$ cat src/design/router_settings.svh
/* compile-time sizes for the ring router
   include this wherever a width, depth or ring constant is needed */

`ifndef ROUTER_SETTINGS_SVH
`define ROUTER_SETTINGS_SVH

// message field widths
`define ROUTER_PAYLOAD_NBITS 32
`define ROUTER_OPAQUE_NBITS 3
`define ROUTER_SRCDEST_NBITS 3

// ring geometry
`define ROUTER_NUM_ROUTERS 8
`define ROUTER_DEFAULT_ID 0

// input buffering
// free count must hold 0..depth
`define ROUTER_QUEUE_DEPTH 4
`define ROUTER_FREE_NBITS 3

`endif

$ cat src/design/router_pkg.sv
/* shared types of the ring router
   message word, port names and queue free counts */

`include "router_settings.svh"

package router_pkg;

  // ------------------------------
  // network message
  // ------------------------------

  // dest sits in the top bits, payload in the bottom bits
  typedef struct packed {
    logic [`ROUTER_SRCDEST_NBITS-1:0] dest;
    logic [`ROUTER_SRCDEST_NBITS-1:0] src;
    logic [`ROUTER_OPAQUE_NBITS-1:0]  opaque;
    logic [`ROUTER_PAYLOAD_NBITS-1:0] payload;
  } net_msg_t;

  // ------------------------------
  // ports
  // ------------------------------

  // used both as crossbar select and grant index
  typedef enum logic [1:0] {
    PORT_WEST = 2'd0,
    PORT_TERM = 2'd1,
    PORT_EAST = 2'd2
  } port_e;

  // free entries left in an input queue
  typedef logic [`ROUTER_FREE_NBITS-1:0] free_cnt_t;

endpackage

$ cat src/design/port_deq_if.sv
/* dequeue side of one router input port
   the port presents its head message, the control strobes rdy */

interface port_deq_if;

  // head of the current-domain queue
  logic                  val;
  router_pkg::net_msg_t  msg;
  router_pkg::free_cnt_t free;

  // dequeue strobe from the control
  logic                  rdy;

  modport port (
    output val,
    output msg,
    output free,
    input  rdy
  );

  modport ctrl (
    input  val,
    input  msg,
    input  free,
    output rdy
  );

endinterface

$ cat src/design/msg_queue.sv
/* circular-buffer message FIFO with a free-entry count
   depth must be a power of two, no enqueue-to-dequeue bypass */

`include "router_settings.svh"

module msg_queue #(
  parameter int depth = `ROUTER_QUEUE_DEPTH
) (
  input  logic                  clk,
  input  logic                  rst_n,
  input  logic                  enq_val,
  output logic                  enq_rdy,
  input  router_pkg::net_msg_t  enq_msg,
  output logic                  deq_val,
  input  logic                  deq_rdy,
  output router_pkg::net_msg_t  deq_msg,
  output router_pkg::free_cnt_t free
);

  localparam int ptr_nbits = $clog2(depth);
  localparam int cnt_nbits = $clog2(depth + 1);

  router_pkg::net_msg_t mem [depth];
  logic [ptr_nbits-1:0] wr_ptr;
  logic [ptr_nbits-1:0] rd_ptr;
  logic [cnt_nbits-1:0] count;
  logic                 full;
  logic                 empty;
  logic                 do_enq;
  logic                 do_deq;

  assign full    = (count == cnt_nbits'(depth));
  assign empty   = (count == '0);
  assign enq_rdy = !full;
  assign deq_val = !empty;
  assign deq_msg = mem[rd_ptr];
  assign free    = router_pkg::free_cnt_t'(cnt_nbits'(depth) - count);

  assign do_enq = enq_val && enq_rdy;
  assign do_deq = deq_val && deq_rdy;

  // storage
  always_ff @(posedge clk) begin
    if (do_enq) begin
      mem[wr_ptr] <= enq_msg;
    end
  end

  // pointers wrap on their own since depth is a power of two
  always_ff @(posedge clk or negedge rst_n) begin
    if (!rst_n) begin
      wr_ptr <= '0;
      rd_ptr <= '0;
      count  <= '0;
    end else begin
      if (do_enq) begin
        wr_ptr <= wr_ptr + 1'b1;
      end
      if (do_deq) begin
        rd_ptr <= rd_ptr + 1'b1;
      end
      case ({do_enq, do_deq})
        2'b10:   count <= count + 1'b1;
        2'b01:   count <= count - 1'b1;
        default: count <= count;
      endcase
    end
  end

endmodule

$ cat src/design/domain_input_port.sv
/* ring input port with one queue per security domain
   arrivals are steered by their own domain, departures by the current one */

module domain_input_port (
  input  logic                 clk,
  input  logic                 rst_n,
  input  logic                 in_val,
  output logic                 in_rdy,
  input  router_pkg::net_msg_t in_msg,
  input  logic                 in_sd,
  input  logic                 cur_sd,
  port_deq_if.port             deq
);

  logic [1:0]            q_enq_val;
  logic [1:0]            q_enq_rdy;
  logic [1:0]            q_deq_val;
  logic [1:0]            q_deq_rdy;
  router_pkg::net_msg_t  q_deq_msg [2];
  router_pkg::free_cnt_t q_free [2];

  // ------------------------------
  // per-domain queues
  // ------------------------------

  for (genvar d = 0; d < 2; d++) begin : g_dom
    assign q_enq_val[d] = in_val && (in_sd == 1'(d));
    // only the queue of the current domain sees the strobe
    assign q_deq_rdy[d] = deq.rdy && (cur_sd == 1'(d));

    msg_queue i_queue (
      .clk     (clk),
      .rst_n   (rst_n),
      .enq_val (q_enq_val[d]),
      .enq_rdy (q_enq_rdy[d]),
      .enq_msg (in_msg),
      .deq_val (q_deq_val[d]),
      .deq_rdy (q_deq_rdy[d]),
      .deq_msg (q_deq_msg[d]),
      .free    (q_free[d])
    );
  end

  // sender sees the queue it is writing
  assign in_rdy = q_enq_rdy[in_sd];

  // ------------------------------
  // dequeue side
  // ------------------------------

  assign deq.val  = q_deq_val[cur_sd];
  assign deq.msg  = q_deq_msg[cur_sd];
  assign deq.free = q_free[cur_sd];

endmodule

$ cat src/design/terminal_input_port.sv
/* terminal input port with a single queue
   its messages may only leave in cycles of the terminal's domain */

module terminal_input_port (
  input  logic                 clk,
  input  logic                 rst_n,
  input  logic                 in_val,
  output logic                 in_rdy,
  input  router_pkg::net_msg_t in_msg,
  input  logic                 in_sd,
  input  logic                 cur_sd,
  port_deq_if.port             deq
);

  logic q_deq_val;
  logic q_deq_rdy;
  logic own_slot;

  // terminal domain matches the router domain this cycle
  assign own_slot  = (cur_sd == in_sd);
  assign deq.val   = q_deq_val && own_slot;
  assign q_deq_rdy = deq.rdy && own_slot;

  msg_queue i_queue (
    .clk     (clk),
    .rst_n   (rst_n),
    .enq_val (in_val),
    .enq_rdy (in_rdy),
    .enq_msg (in_msg),
    .deq_val (q_deq_val),
    .deq_rdy (q_deq_rdy),
    .deq_msg (deq.msg),
    .free    (deq.free)
  );

endmodule

$ cat src/design/router_ctrl.sv
/* router control: domain register, route computation and round-robin
   output arbitration, drives the dequeue strobes and crossbar selects */

`include "router_settings.svh"

module router_ctrl #(
  parameter int router_id = `ROUTER_DEFAULT_ID
) (
  input  logic              clk,
  input  logic              rst_n,
  port_deq_if.ctrl          west,
  port_deq_if.ctrl          term,
  port_deq_if.ctrl          east,
  output logic              cur_sd,
  output logic [2:0]        out_val,
  input  logic [2:0]        out_rdy,
  output router_pkg::port_e xbar_sel [3]
);

  localparam int num_routers = `ROUTER_NUM_ROUTERS;

  logic [2:0]           in_val;
  logic [2:0]           in_rdy;
  // req[i][o] set when input i wants output o
  logic [2:0]           req [3];
  logic [2:0]           xfer;

  function automatic logic [2:0] port_bit(router_pkg::port_e p);
    return 3'b001 << p;
  endfunction

  function automatic router_pkg::port_e next_port(router_pkg::port_e p);
    return (p == router_pkg::PORT_EAST) ? router_pkg::PORT_WEST
                                        : router_pkg::port_e'(p + 2'd1);
  endfunction

  // shorter way round the ring
  // a tie goes to the emptier side and then east
  function automatic router_pkg::port_e term_route(
    router_pkg::net_msg_t  msg,
    router_pkg::free_cnt_t free_w,
    router_pkg::free_cnt_t free_e
  );
    int dist_e;
    int dist_w;
    dist_e = (int'(msg.dest) + num_routers - router_id) % num_routers;
    dist_w = (router_id + num_routers - int'(msg.dest)) % num_routers;
    if (int'(msg.dest) == router_id) begin
      return router_pkg::PORT_TERM;
    end
    if (dist_e < dist_w) begin
      return router_pkg::PORT_EAST;
    end
    if (dist_w < dist_e) begin
      return router_pkg::PORT_WEST;
    end
    return (free_w > free_e) ? router_pkg::PORT_WEST : router_pkg::PORT_EAST;
  endfunction

  // ------------------------------
  // input gathering
  // ------------------------------

  assign in_val = {east.val, term.val, west.val};

  assign west.rdy = in_rdy[router_pkg::PORT_WEST];
  assign term.rdy = in_rdy[router_pkg::PORT_TERM];
  assign east.rdy = in_rdy[router_pkg::PORT_EAST];

  // ------------------------------
  // route computation
  // ------------------------------

  // ring traffic only ejects or passes through
  always_comb begin
    req[router_pkg::PORT_WEST] = '0;
    req[router_pkg::PORT_TERM] = '0;
    req[router_pkg::PORT_EAST] = '0;
    if (in_val[router_pkg::PORT_WEST]) begin
      req[router_pkg::PORT_WEST] =
        port_bit((int'(west.msg.dest) == router_id) ? router_pkg::PORT_TERM
                                                    : router_pkg::PORT_EAST);
    end
    if (in_val[router_pkg::PORT_EAST]) begin
      req[router_pkg::PORT_EAST] =
        port_bit((int'(east.msg.dest) == router_id) ? router_pkg::PORT_TERM
                                                    : router_pkg::PORT_WEST);
    end
    if (in_val[router_pkg::PORT_TERM]) begin
      req[router_pkg::PORT_TERM] = port_bit(term_route(term.msg, west.free, east.free));
    end
  end

  // ------------------------------
  // output arbiters
  // ------------------------------

  for (genvar o = 0; o < 3; o++) begin : g_arb
    logic [2:0]        reqs;
    logic              granted;
    router_pkg::port_e winner;
    router_pkg::port_e prio;

    assign reqs = {req[2][o], req[1][o], req[0][o]};

    // scan from the lowest priority so the pointer's own slot wins last
    always_comb begin
      int idx;
      winner  = prio;
      granted = 1'b0;
      for (int k = 2; k >= 0; k--) begin
        idx = (int'(prio) + k) % 3;
        if (reqs[idx]) begin
          winner  = router_pkg::port_e'(idx[1:0]);
          granted = 1'b1;
        end
      end
    end

    assign out_val[o]  = granted;
    assign xbar_sel[o] = winner;
    assign xfer[o]     = granted && out_rdy[o];

    always_ff @(posedge clk or negedge rst_n) begin
      if (!rst_n) begin
        prio <= router_pkg::PORT_WEST;
      end else if (xfer[o]) begin
        prio <= next_port(winner);
      end
    end
  end

  // each input requests one output, so at most one strobe per input
  always_comb begin
    in_rdy = '0;
    for (int o = 0; o < 3; o++) begin
      if (xfer[o]) begin
        in_rdy[xbar_sel[o]] = 1'b1;
      end
    end
  end

  // domain flips every cycle
  always_ff @(posedge clk or negedge rst_n) begin
    if (!rst_n) begin
      cur_sd <= 1'b0;
    end else begin
      cur_sd <= ~cur_sd;
    end
  end

endmodule

$ cat src/design/router_crossbar.sv
/* three-by-three message crossbar
   each output picks the input named by its select */

module router_crossbar (
  input  router_pkg::net_msg_t in_msg [3],
  input  router_pkg::port_e    sel [3],
  output router_pkg::net_msg_t out_msg [3]
);

  // one mux per output
  always_comb begin
    for (int o = 0; o < 3; o++) begin
      case (sel[o])
        router_pkg::PORT_WEST: out_msg[o] = in_msg[router_pkg::PORT_WEST];
        router_pkg::PORT_TERM: out_msg[o] = in_msg[router_pkg::PORT_TERM];
        router_pkg::PORT_EAST: out_msg[o] = in_msg[router_pkg::PORT_EAST];
        default:               out_msg[o] = '0;
      endcase
    end
  end

endmodule

$ cat src/design/ring_router.sv
/* ring router top level with west, terminal and east ports
   every output reports the domain of the cycle it leaves in */

`include "router_settings.svh"

module ring_router #(
  parameter int router_id = `ROUTER_DEFAULT_ID
) (
  input  logic                 clk,
  input  logic                 rst_n,

  input  logic                 west_in_val,
  output logic                 west_in_rdy,
  input  router_pkg::net_msg_t west_in_msg,
  input  logic                 west_in_sd,
  input  logic                 term_in_val,
  output logic                 term_in_rdy,
  input  router_pkg::net_msg_t term_in_msg,
  input  logic                 term_in_sd,
  input  logic                 east_in_val,
  output logic                 east_in_rdy,
  input  router_pkg::net_msg_t east_in_msg,
  input  logic                 east_in_sd,

  output logic                 west_out_val,
  input  logic                 west_out_rdy,
  output router_pkg::net_msg_t west_out_msg,
  output logic                 west_out_sd,
  output logic                 term_out_val,
  input  logic                 term_out_rdy,
  output router_pkg::net_msg_t term_out_msg,
  output logic                 term_out_sd,
  output logic                 east_out_val,
  input  logic                 east_out_rdy,
  output router_pkg::net_msg_t east_out_msg,
  output logic                 east_out_sd
);

  logic                 cur_sd;
  logic [2:0]           out_val;
  router_pkg::port_e    xbar_sel [3];
  router_pkg::net_msg_t xbar_in [3];
  router_pkg::net_msg_t xbar_out [3];

  port_deq_if west_deq ();
  port_deq_if term_deq ();
  port_deq_if east_deq ();

  // ------------------------------
  // input ports
  // ------------------------------

  domain_input_port i_west_port (
    .clk (clk), .rst_n (rst_n),
    .in_val (west_in_val), .in_rdy (west_in_rdy),
    .in_msg (west_in_msg), .in_sd (west_in_sd),
    .cur_sd (cur_sd), .deq (west_deq)
  );

  terminal_input_port i_term_port (
    .clk (clk), .rst_n (rst_n),
    .in_val (term_in_val), .in_rdy (term_in_rdy),
    .in_msg (term_in_msg), .in_sd (term_in_sd),
    .cur_sd (cur_sd), .deq (term_deq)
  );

  domain_input_port i_east_port (
    .clk (clk), .rst_n (rst_n),
    .in_val (east_in_val), .in_rdy (east_in_rdy),
    .in_msg (east_in_msg), .in_sd (east_in_sd),
    .cur_sd (cur_sd), .deq (east_deq)
  );

  // ------------------------------
  // control and crossbar
  // ------------------------------

  router_ctrl #(.router_id(router_id)) i_ctrl (
    .clk (clk), .rst_n (rst_n),
    .west (west_deq), .term (term_deq), .east (east_deq),
    .cur_sd (cur_sd), .out_val (out_val),
    .out_rdy ({east_out_rdy, term_out_rdy, west_out_rdy}),
    .xbar_sel (xbar_sel)
  );

  assign xbar_in[router_pkg::PORT_WEST] = west_deq.msg;
  assign xbar_in[router_pkg::PORT_TERM] = term_deq.msg;
  assign xbar_in[router_pkg::PORT_EAST] = east_deq.msg;

  router_crossbar i_xbar (
    .in_msg (xbar_in), .sel (xbar_sel), .out_msg (xbar_out)
  );

  assign west_out_val = out_val[router_pkg::PORT_WEST];
  assign term_out_val = out_val[router_pkg::PORT_TERM];
  assign east_out_val = out_val[router_pkg::PORT_EAST];
  assign west_out_msg = xbar_out[router_pkg::PORT_WEST];
  assign term_out_msg = xbar_out[router_pkg::PORT_TERM];
  assign east_out_msg = xbar_out[router_pkg::PORT_EAST];
  assign west_out_sd  = cur_sd;
  assign term_out_sd  = cur_sd;
  assign east_out_sd  = cur_sd;

endmodule

$ cat config.mk
export PLATFORM = sky130hd
export DESIGN_NAME = ring_router
export DESIGN_NICKNAME = d
export VERILOG_FILES = /design/src/design/router_pkg.sv /design/src/design/port_deq_if.sv /design/src/design/msg_queue.sv /design/src/design/domain_input_port.sv /design/src/design/terminal_input_port.sv /design/src/design/router_ctrl.sv /design/src/design/router_crossbar.sv /design/src/design/ring_router.sv
export VERILOG_INCLUDE_DIRS = /design/src /design/src/design
export SDC_FILE = /design/constraint.sdc
export NUM_CORES = 1
export LEC_CHECK = 0
export BUFFER_PORTS_ARGS = -buffer_cell sky130_fd_sc_hd__buf_4
export CORE_MARGIN = 2
export CORE_UTILIZATION = 45
export CTS_BUF_LIST = sky130_fd_sc_hd__clkbuf_4
export CTS_CLUSTER_DIAMETER = 60
export CTS_CLUSTER_SIZE = 8
export DETAILED_ROUTE_END_ITERATION = 10
export MAX_ROUTING_LAYER = met4
export PLACE_DENSITY_LB_ADDON = 0.08
export REMOVE_ABC_BUFFERS = 1
export SLEW_MARGIN = 20
export SYNTH_ARGS = -nofsm -noshare
export SYNTH_HDL_FRONTEND = slang
export SYNTH_SLANG_ARGS = --single-unit
$ cat constraint.sdc
create_clock -name clk -period 6.9 [get_ports clk]
set_clock_uncertainty 0.1 [all_clocks]
set_input_delay 1.38 -clock clk [delete_from_list [all_inputs] [get_ports clk]]
set_output_delay 1.38 -clock clk [all_outputs]
set_load 0.01 [all_outputs]
[Word level (Yosys, flattened, before mapping)]
Memories as Yosys holds them, arrays and structs flattened.
Index checks and enable logic that the tools add are counted.
Cells by class
  order comparisons: 22
  multipliers: 0
  mux-type cells: 117
  add/sub/neg operators: 35
  reduce and logical (&&, ||, !) cells: 54
  divide/modulo/power cells: 9
  equality and inequality tests: 22
  shift-type cells: 3
  bitwise gates (word level): 8
Operators by type and width (count)
  $pmux 41 s3: 3
  $lt 32x4->1 const B: 9
  $mux 41: 6
  $mod 32x3->32 const B: 6
  $mod 3x3->32 const B: 3
  $mux 1: 58
  $mux 2: 21
  $mux 3: 12
  $pmux 3 s2: 5
  $add 2x1->2 const B: 13
  $logic_and 1x1->1: 26
  $logic_not 3->1: 8
  $add 3x1->3 const B: 6
  $bmux 1 s2: 9
  $eq 2x1->1 const B: 8
  $eq 2x2->1 const B: 8
  $eq 3x3->1 const B: 5
  $sub 3x1->3 const B: 5
  $sub 3x3->3 const A: 4
  $logic_not 1->1: 10
  $reduce_bool 2->1: 5
  $add 2x1->3 const B: 3
  $add 2x2->3 const B: 3
  $lt 2x3->1 const B: 3
  other kinds (16): 31
Word-level totals
  latch bits: 0
  memory bits (writable): 820
  register bits after elaboration: 42
  bits of input ports: 134
  memories kept: 5
  ROM bits: 0
Memories
  i_east_port.g_dom[0].i_queue.mem: depth 4, width 41, read ports 1, clocked after Yosys merged registers in 0, write ports 1, line msg_queue.sv:23  | router_pkg::net_msg_t mem [depth];
  i_east_port.g_dom[1].i_queue.mem: depth 4, width 41, read ports 1, clocked after Yosys merged registers in 0, write ports 1, line msg_queue.sv:23
  i_term_port.i_queue.mem: depth 4, width 41, read ports 1, clocked after Yosys merged registers in 0, write ports 1, line msg_queue.sv:23
  i_west_port.g_dom[0].i_queue.mem: depth 4, width 41, read ports 1, clocked after Yosys merged registers in 0, write ports 1, line msg_queue.sv:23
  i_west_port.g_dom[1].i_queue.mem: depth 4, width 41, read ports 1, clocked after Yosys merged registers in 0, write ports 1, line msg_queue.sv:23

[Depth between registers and ports, before layout]
An unclocked memory read counts as a cell.
  depth in word-level cells: 36
  depth in mapped cells: 22
  gate-level depth less buffers: 20

[Cells and area by module]
From an unflattened synthesis, not the netlist that was laid out.
Second synthesis, totals
  cells, all modules: 1863
  area total of the unflattened synthesis: 37603.6 sq um
By module, submodules not included
  msg_queue at i_east_port.g_dom[0].i_queue ...: cells an instance 260, seq. area each 5099.9 sq um, area each 6434.9 sq um, instances 4
  msg_queue at i_west_port.g_dom[1].i_queue: cells an instance 261, seq. area each 5099.9 sq um, area each 6433.7 sq um, instances 1
  router_crossbar: cells an instance 294, seq. area each 0.0 sq um, area each 2837.7 sq um, instances 1
  domain_input_port: cells an instance 55, seq. area each 0.0 sq um, area each 698.2 sq um, instances 2
  router_ctrl: cells an instance 153, seq. area each 175.2 sq um, area each 1159.9 sq um, instances 1
  terminal_input_port: cells an instance 3, seq. area each 0.0 sq um, area each 21.3 sq um, instances 1
  ring_router: cells an instance 2, seq. area each 0.0 sq um, area each 15.0 sq um, instances 1

[Worst setup path after synthesis]
Ideal clock, no wire load.
  kind: register -> output
  from: register i_ctrl.cur_sd
  to: output west_out_msg[25] (netlist bit)
  required time: 5.420 ns
  stages on the path, launching flop included: 17
  path buffers: 5
  data arrival time: 4.250 ns
  setup slack: 1.170 ns
  path through: dfrtp_1 -> clkbuf_1 -> buf_2 -> clkbuf_1 -> buf_1 -> mux2_2 -> ha_1 -> nand3_1 -> o21ai_0 -> o21a_1 -> nor4b_1 -> or2_2 -> a21oi_1 -> nor2_1 -> clkbuf_1 -> a222oi_1 -> nor2_1
RTL lines
  start, declared: line router_ctrl.sv:14  | output logic cur_sd,
  start signal, assigned: line router_ctrl.sv:148  | cur_sd <= ~cur_sd;
  end, declared: line ring_router.sv:27  | output router_pkg::net_msg_t west_out_msg,

==> metrics <==
status complete, no violations; arrival time worst endpoint 5190 ps; initial DRC count 1897; port bufs 265; number of global-route vias before repair 21102; die height 288.5 um; first-pass GRT wire length 144800 um; Synth top area share 0.6761; H-tree depth reported by CTS 3; Root Driver clkbuf_4; drt first pass iters 6; sw frac 0.4100; async set-reset flop share out of synthesis 0.04872; TritonCTS clock tree yes; synth top area cells edfxtp_1 (68%), mux4_2 (12%), dfrtp_1 (2.9%); final max-slew violation count 0; synth unique cells 76; placed cell areas 39730 um2; DP Worst Slack 790.0 ps; DR WL/cell 28.54 um; pin count of the biggest net entering global routing 79; post-route ant nets 0; Flop pwr share 0.343; Worst setup EP type output pin; die area 83220 um2; PnR worst setup slack 225.9 ps; yosys warns 0; layout net count 2586; Max-slew headroom 0.3682; endpoints failing setup 0; Mapped Area 36420 um2; core box area 80290 um2; multi-input gate area in the final layout 10140 um2; gr usage total 0.2499; Max Fclk 149.8 MHz; final core utilization 0.5115; drt via density 5.852; Synth Flop Type edfxtp_1; clk slew on worst S/H paths 110 ps; I/O pin cnt 266; final instance area 41070 um2; leading area contributor after synthesis edfxtp_1; register area share after synthesis 0.7050; GRT overflow 0; DP HPWL 64020 um; Psw 8.217 mW; worst hold path type in2async; Slew @ Worst Pin 945.7 ps; placed cell count 3336; initial antenna violation count 8; clock buffer depth 3; GPL Wtd Cong 0.9369; Mapped Cells 2075; post-route setup TNS 0 ps; Synth Register Bits 862; Rows 104; Comb pwr share 0.522; DIE WIDTH 288.5 um; leakage 14.19 nW; residual DRC count 0; fin cells 3511; Worst Setup Start Kind flop; Starting Density 0.4536; Max FO, Critical Path 20; Post-CTS Hold Buffers 0; max-cap violations 0; Worst-Skew Late Latency 950 ps; Area Overhead vs Synth 12.77%; CP Class reg2out; Critical Path RT 5420 ps; CTS buffer count 119; fin crit share 0.9673; Final Hold Violating Endpoints 0; Pwr Density 488.1 nW/um2; worst vdd ir 524.2 uV; layout cells sized above 1 0.3092; total wire length 100200 um; Sink Count 862; via count 20545; Tmin final 6674 ps; Clk pwr share 0.135; syn avg cell area 17.55 um2; Fill cells 6624; Cell Int Power 11.83 mW; Storage cell area 25700 um2; number of synthesized flops with an enable pin 820
## power by group through the flow
stage / clock network (mW) / logic, mW / registers, mW
finish: 2.71 / 10.5 / 6.87
global route: 3.02 / 11.2 / 6.95
CTS: 2.81 / 10.4 / 6.88
detailed placement: 0 / 10.4 / 7.00
global placement: 0 / 10.3 / 6.97
floorplan: 0 / 5.44 / 7.15
## repair_timing
item | 4_1_cts | 5_1_grt
resized for setup | 3 | 3
cloned | 0 | 0
setup buffers | 0 | 1
pin swaps | 0 | 0
endpoints found under the setup margin | 48 | 35
## through the flow
step                hold WS (ps)  power, mW
floorplan                  346.5      12.59
global placement           364.7      17.29
detailed placement         364.9      17.40
CTS                        279.3      20.14
global route               306.5      21.14
finish                     341.0      20.04
## layout by cell type (no fill, tap or decap), drive strengths merged, types with 19 or more instances in the layout
| master | synthesis | final |
|---|---|---|
| nand2 | 244 | 244 |
| inv | 48 | 52 |
| a22oi | 28 | 28 |
| mux4 | 195 | 195 |
| and2 | 23 | 23 |
| buf | 53 | 319 |
| nor2 | 47 | 47 |
| o22ai | 37 | 37 |
| clkbuf | 63 | 153 |
| o21ai | 109 | 109 |
| dfrtp | 42 | 42 |
| ha | 48 | 48 |
| nand3 | 19 | 19 |
| edfxtp | 820 | 820 |
| mux2i | 102 | 102 |
| o211ai | 28 | 28 |
## synth_stat cells, drive strengths merged, types with 3 or more instances
| library cell | count |
|---|---|
| mux4 | 195 |
| a21oi | 14 |
| nor3b | 4 |
| nand4 | 3 |
| inv | 48 |
| nand2 | 244 |
| a221oi | 6 |
| clkbuf | 63 |
| fa | 5 |
| a21o | 3 |
| and2 | 23 |
| nand3 | 19 |
| mux2i | 102 |
| edfxtp | 820 |
| mux2 | 13 |
| nand2b | 7 |
| a211oi | 5 |
| o221ai | 3 |
| nor3 | 10 |
| dfrtp | 42 |
| o21a | 3 |
| nor2 | 47 |
| o211ai | 28 |
| ha | 48 |
| xnor2 | 16 |
| o22ai | 37 |
| o21ai | 109 |
| a22oi | 28 |
| a221o | 4 |
| buf | 53 |
| xor2 | 12 |
| a31oi | 3 |
| a222oi | 14 |
| and3 | 8 |
| or2 | 8 |
## path summary, 6_finish.rpt
kind	start	endpoint	slack (ps)	cells past startpoint
setup / recovery	i_east_port.g_dom[0].i_queue.rd_ptr[0]	term_out_msg[2]	230	11
hold / removal	rst_n	i_term_port.i_queue.wr_ptr[1]	340	1
setup reg to reg	i_east_port.g_dom[1].i_queue.count[0]	i_east_port.g_dom[1].i_queue.count[1]	1710	18
hold reg to reg	i_east_port.g_dom[0].i_queue.count[0]	i_east_port.g_dom[0].i_queue.count[0]	380	1
max in group asynchronous	rst_n	i_ctrl.cur_sd	5810	1
min in group clk	i_east_port.g_dom[0].i_queue.count[0]	i_east_port.g_dom[0].i_queue.count[0]	380	1
## cell type report
cell class,count,area share
Clock buffer,153,0.02797
Clock inverter,11,0.001919
Multi-Input combinational cell,1049,0.2468
Sequential cell,862,0.6257
Tap cell,1060,0.03229
Antenna cell,9,0.0005484
Timing Repair Buffer,319,0.06029
Inverter,48,0.004448
## per-layer routing
metal	global-route usage	vias up	share of wire
li1	-	8933	-
met1	0.3366	10706	0.43
met2	0.3976	780	0.48
met3	0.04708	126	0.068
met4	0.05699	0	0.018
met5	-	-	0
## registers in the layout, summed over array words and instances (netlist names), 3 cells and up
| signal | flops |
|---|---|
| i_term_port.i_queue.count | 3 |
| i_west_port.g_dom.i_queue.count | 6 |
| i_ctrl.g_arb.prio | 6 |
| i_east_port.g_dom.i_queue.mem | 328 |
| i_west_port.g_dom.i_queue.wr_ptr | 4 |
| i_term_port.i_queue.mem | 164 |
| i_east_port.g_dom.i_queue.wr_ptr | 4 |
| i_east_port.g_dom.i_queue.count | 6 |
| i_east_port.g_dom.i_queue.rd_ptr | 4 |
| i_west_port.g_dom.i_queue.mem | 328 |
| i_west_port.g_dom.i_queue.rd_ptr | 4 |
## critical path: stages (launching register included)
cell,delay (ps)
dfrtp_2,800
mux4_2,590
and2_1,190
nor3_1,450
a31oi_1,180
a211oi_1,420
o211a_2,330
buf_4,360
o21ai_4,290
buf_16,250
o22ai_1,200
buf_4,170
## cell families after synthesis
logic type / after synthesis / synth area share
buffers and inverters: 164 / 0.01879
xor gates and xnor gates: 28 / 0.006734
muxes: 310 / 0.1526
and+or+nand+nor: 384 / 0.04617
DFF: 862 / 0.7050
adders and majority gates: 53 / 0.01924
AOI/OAI and AO/OA: 274 / 0.05143
Power figures use the tool's default switching activity.
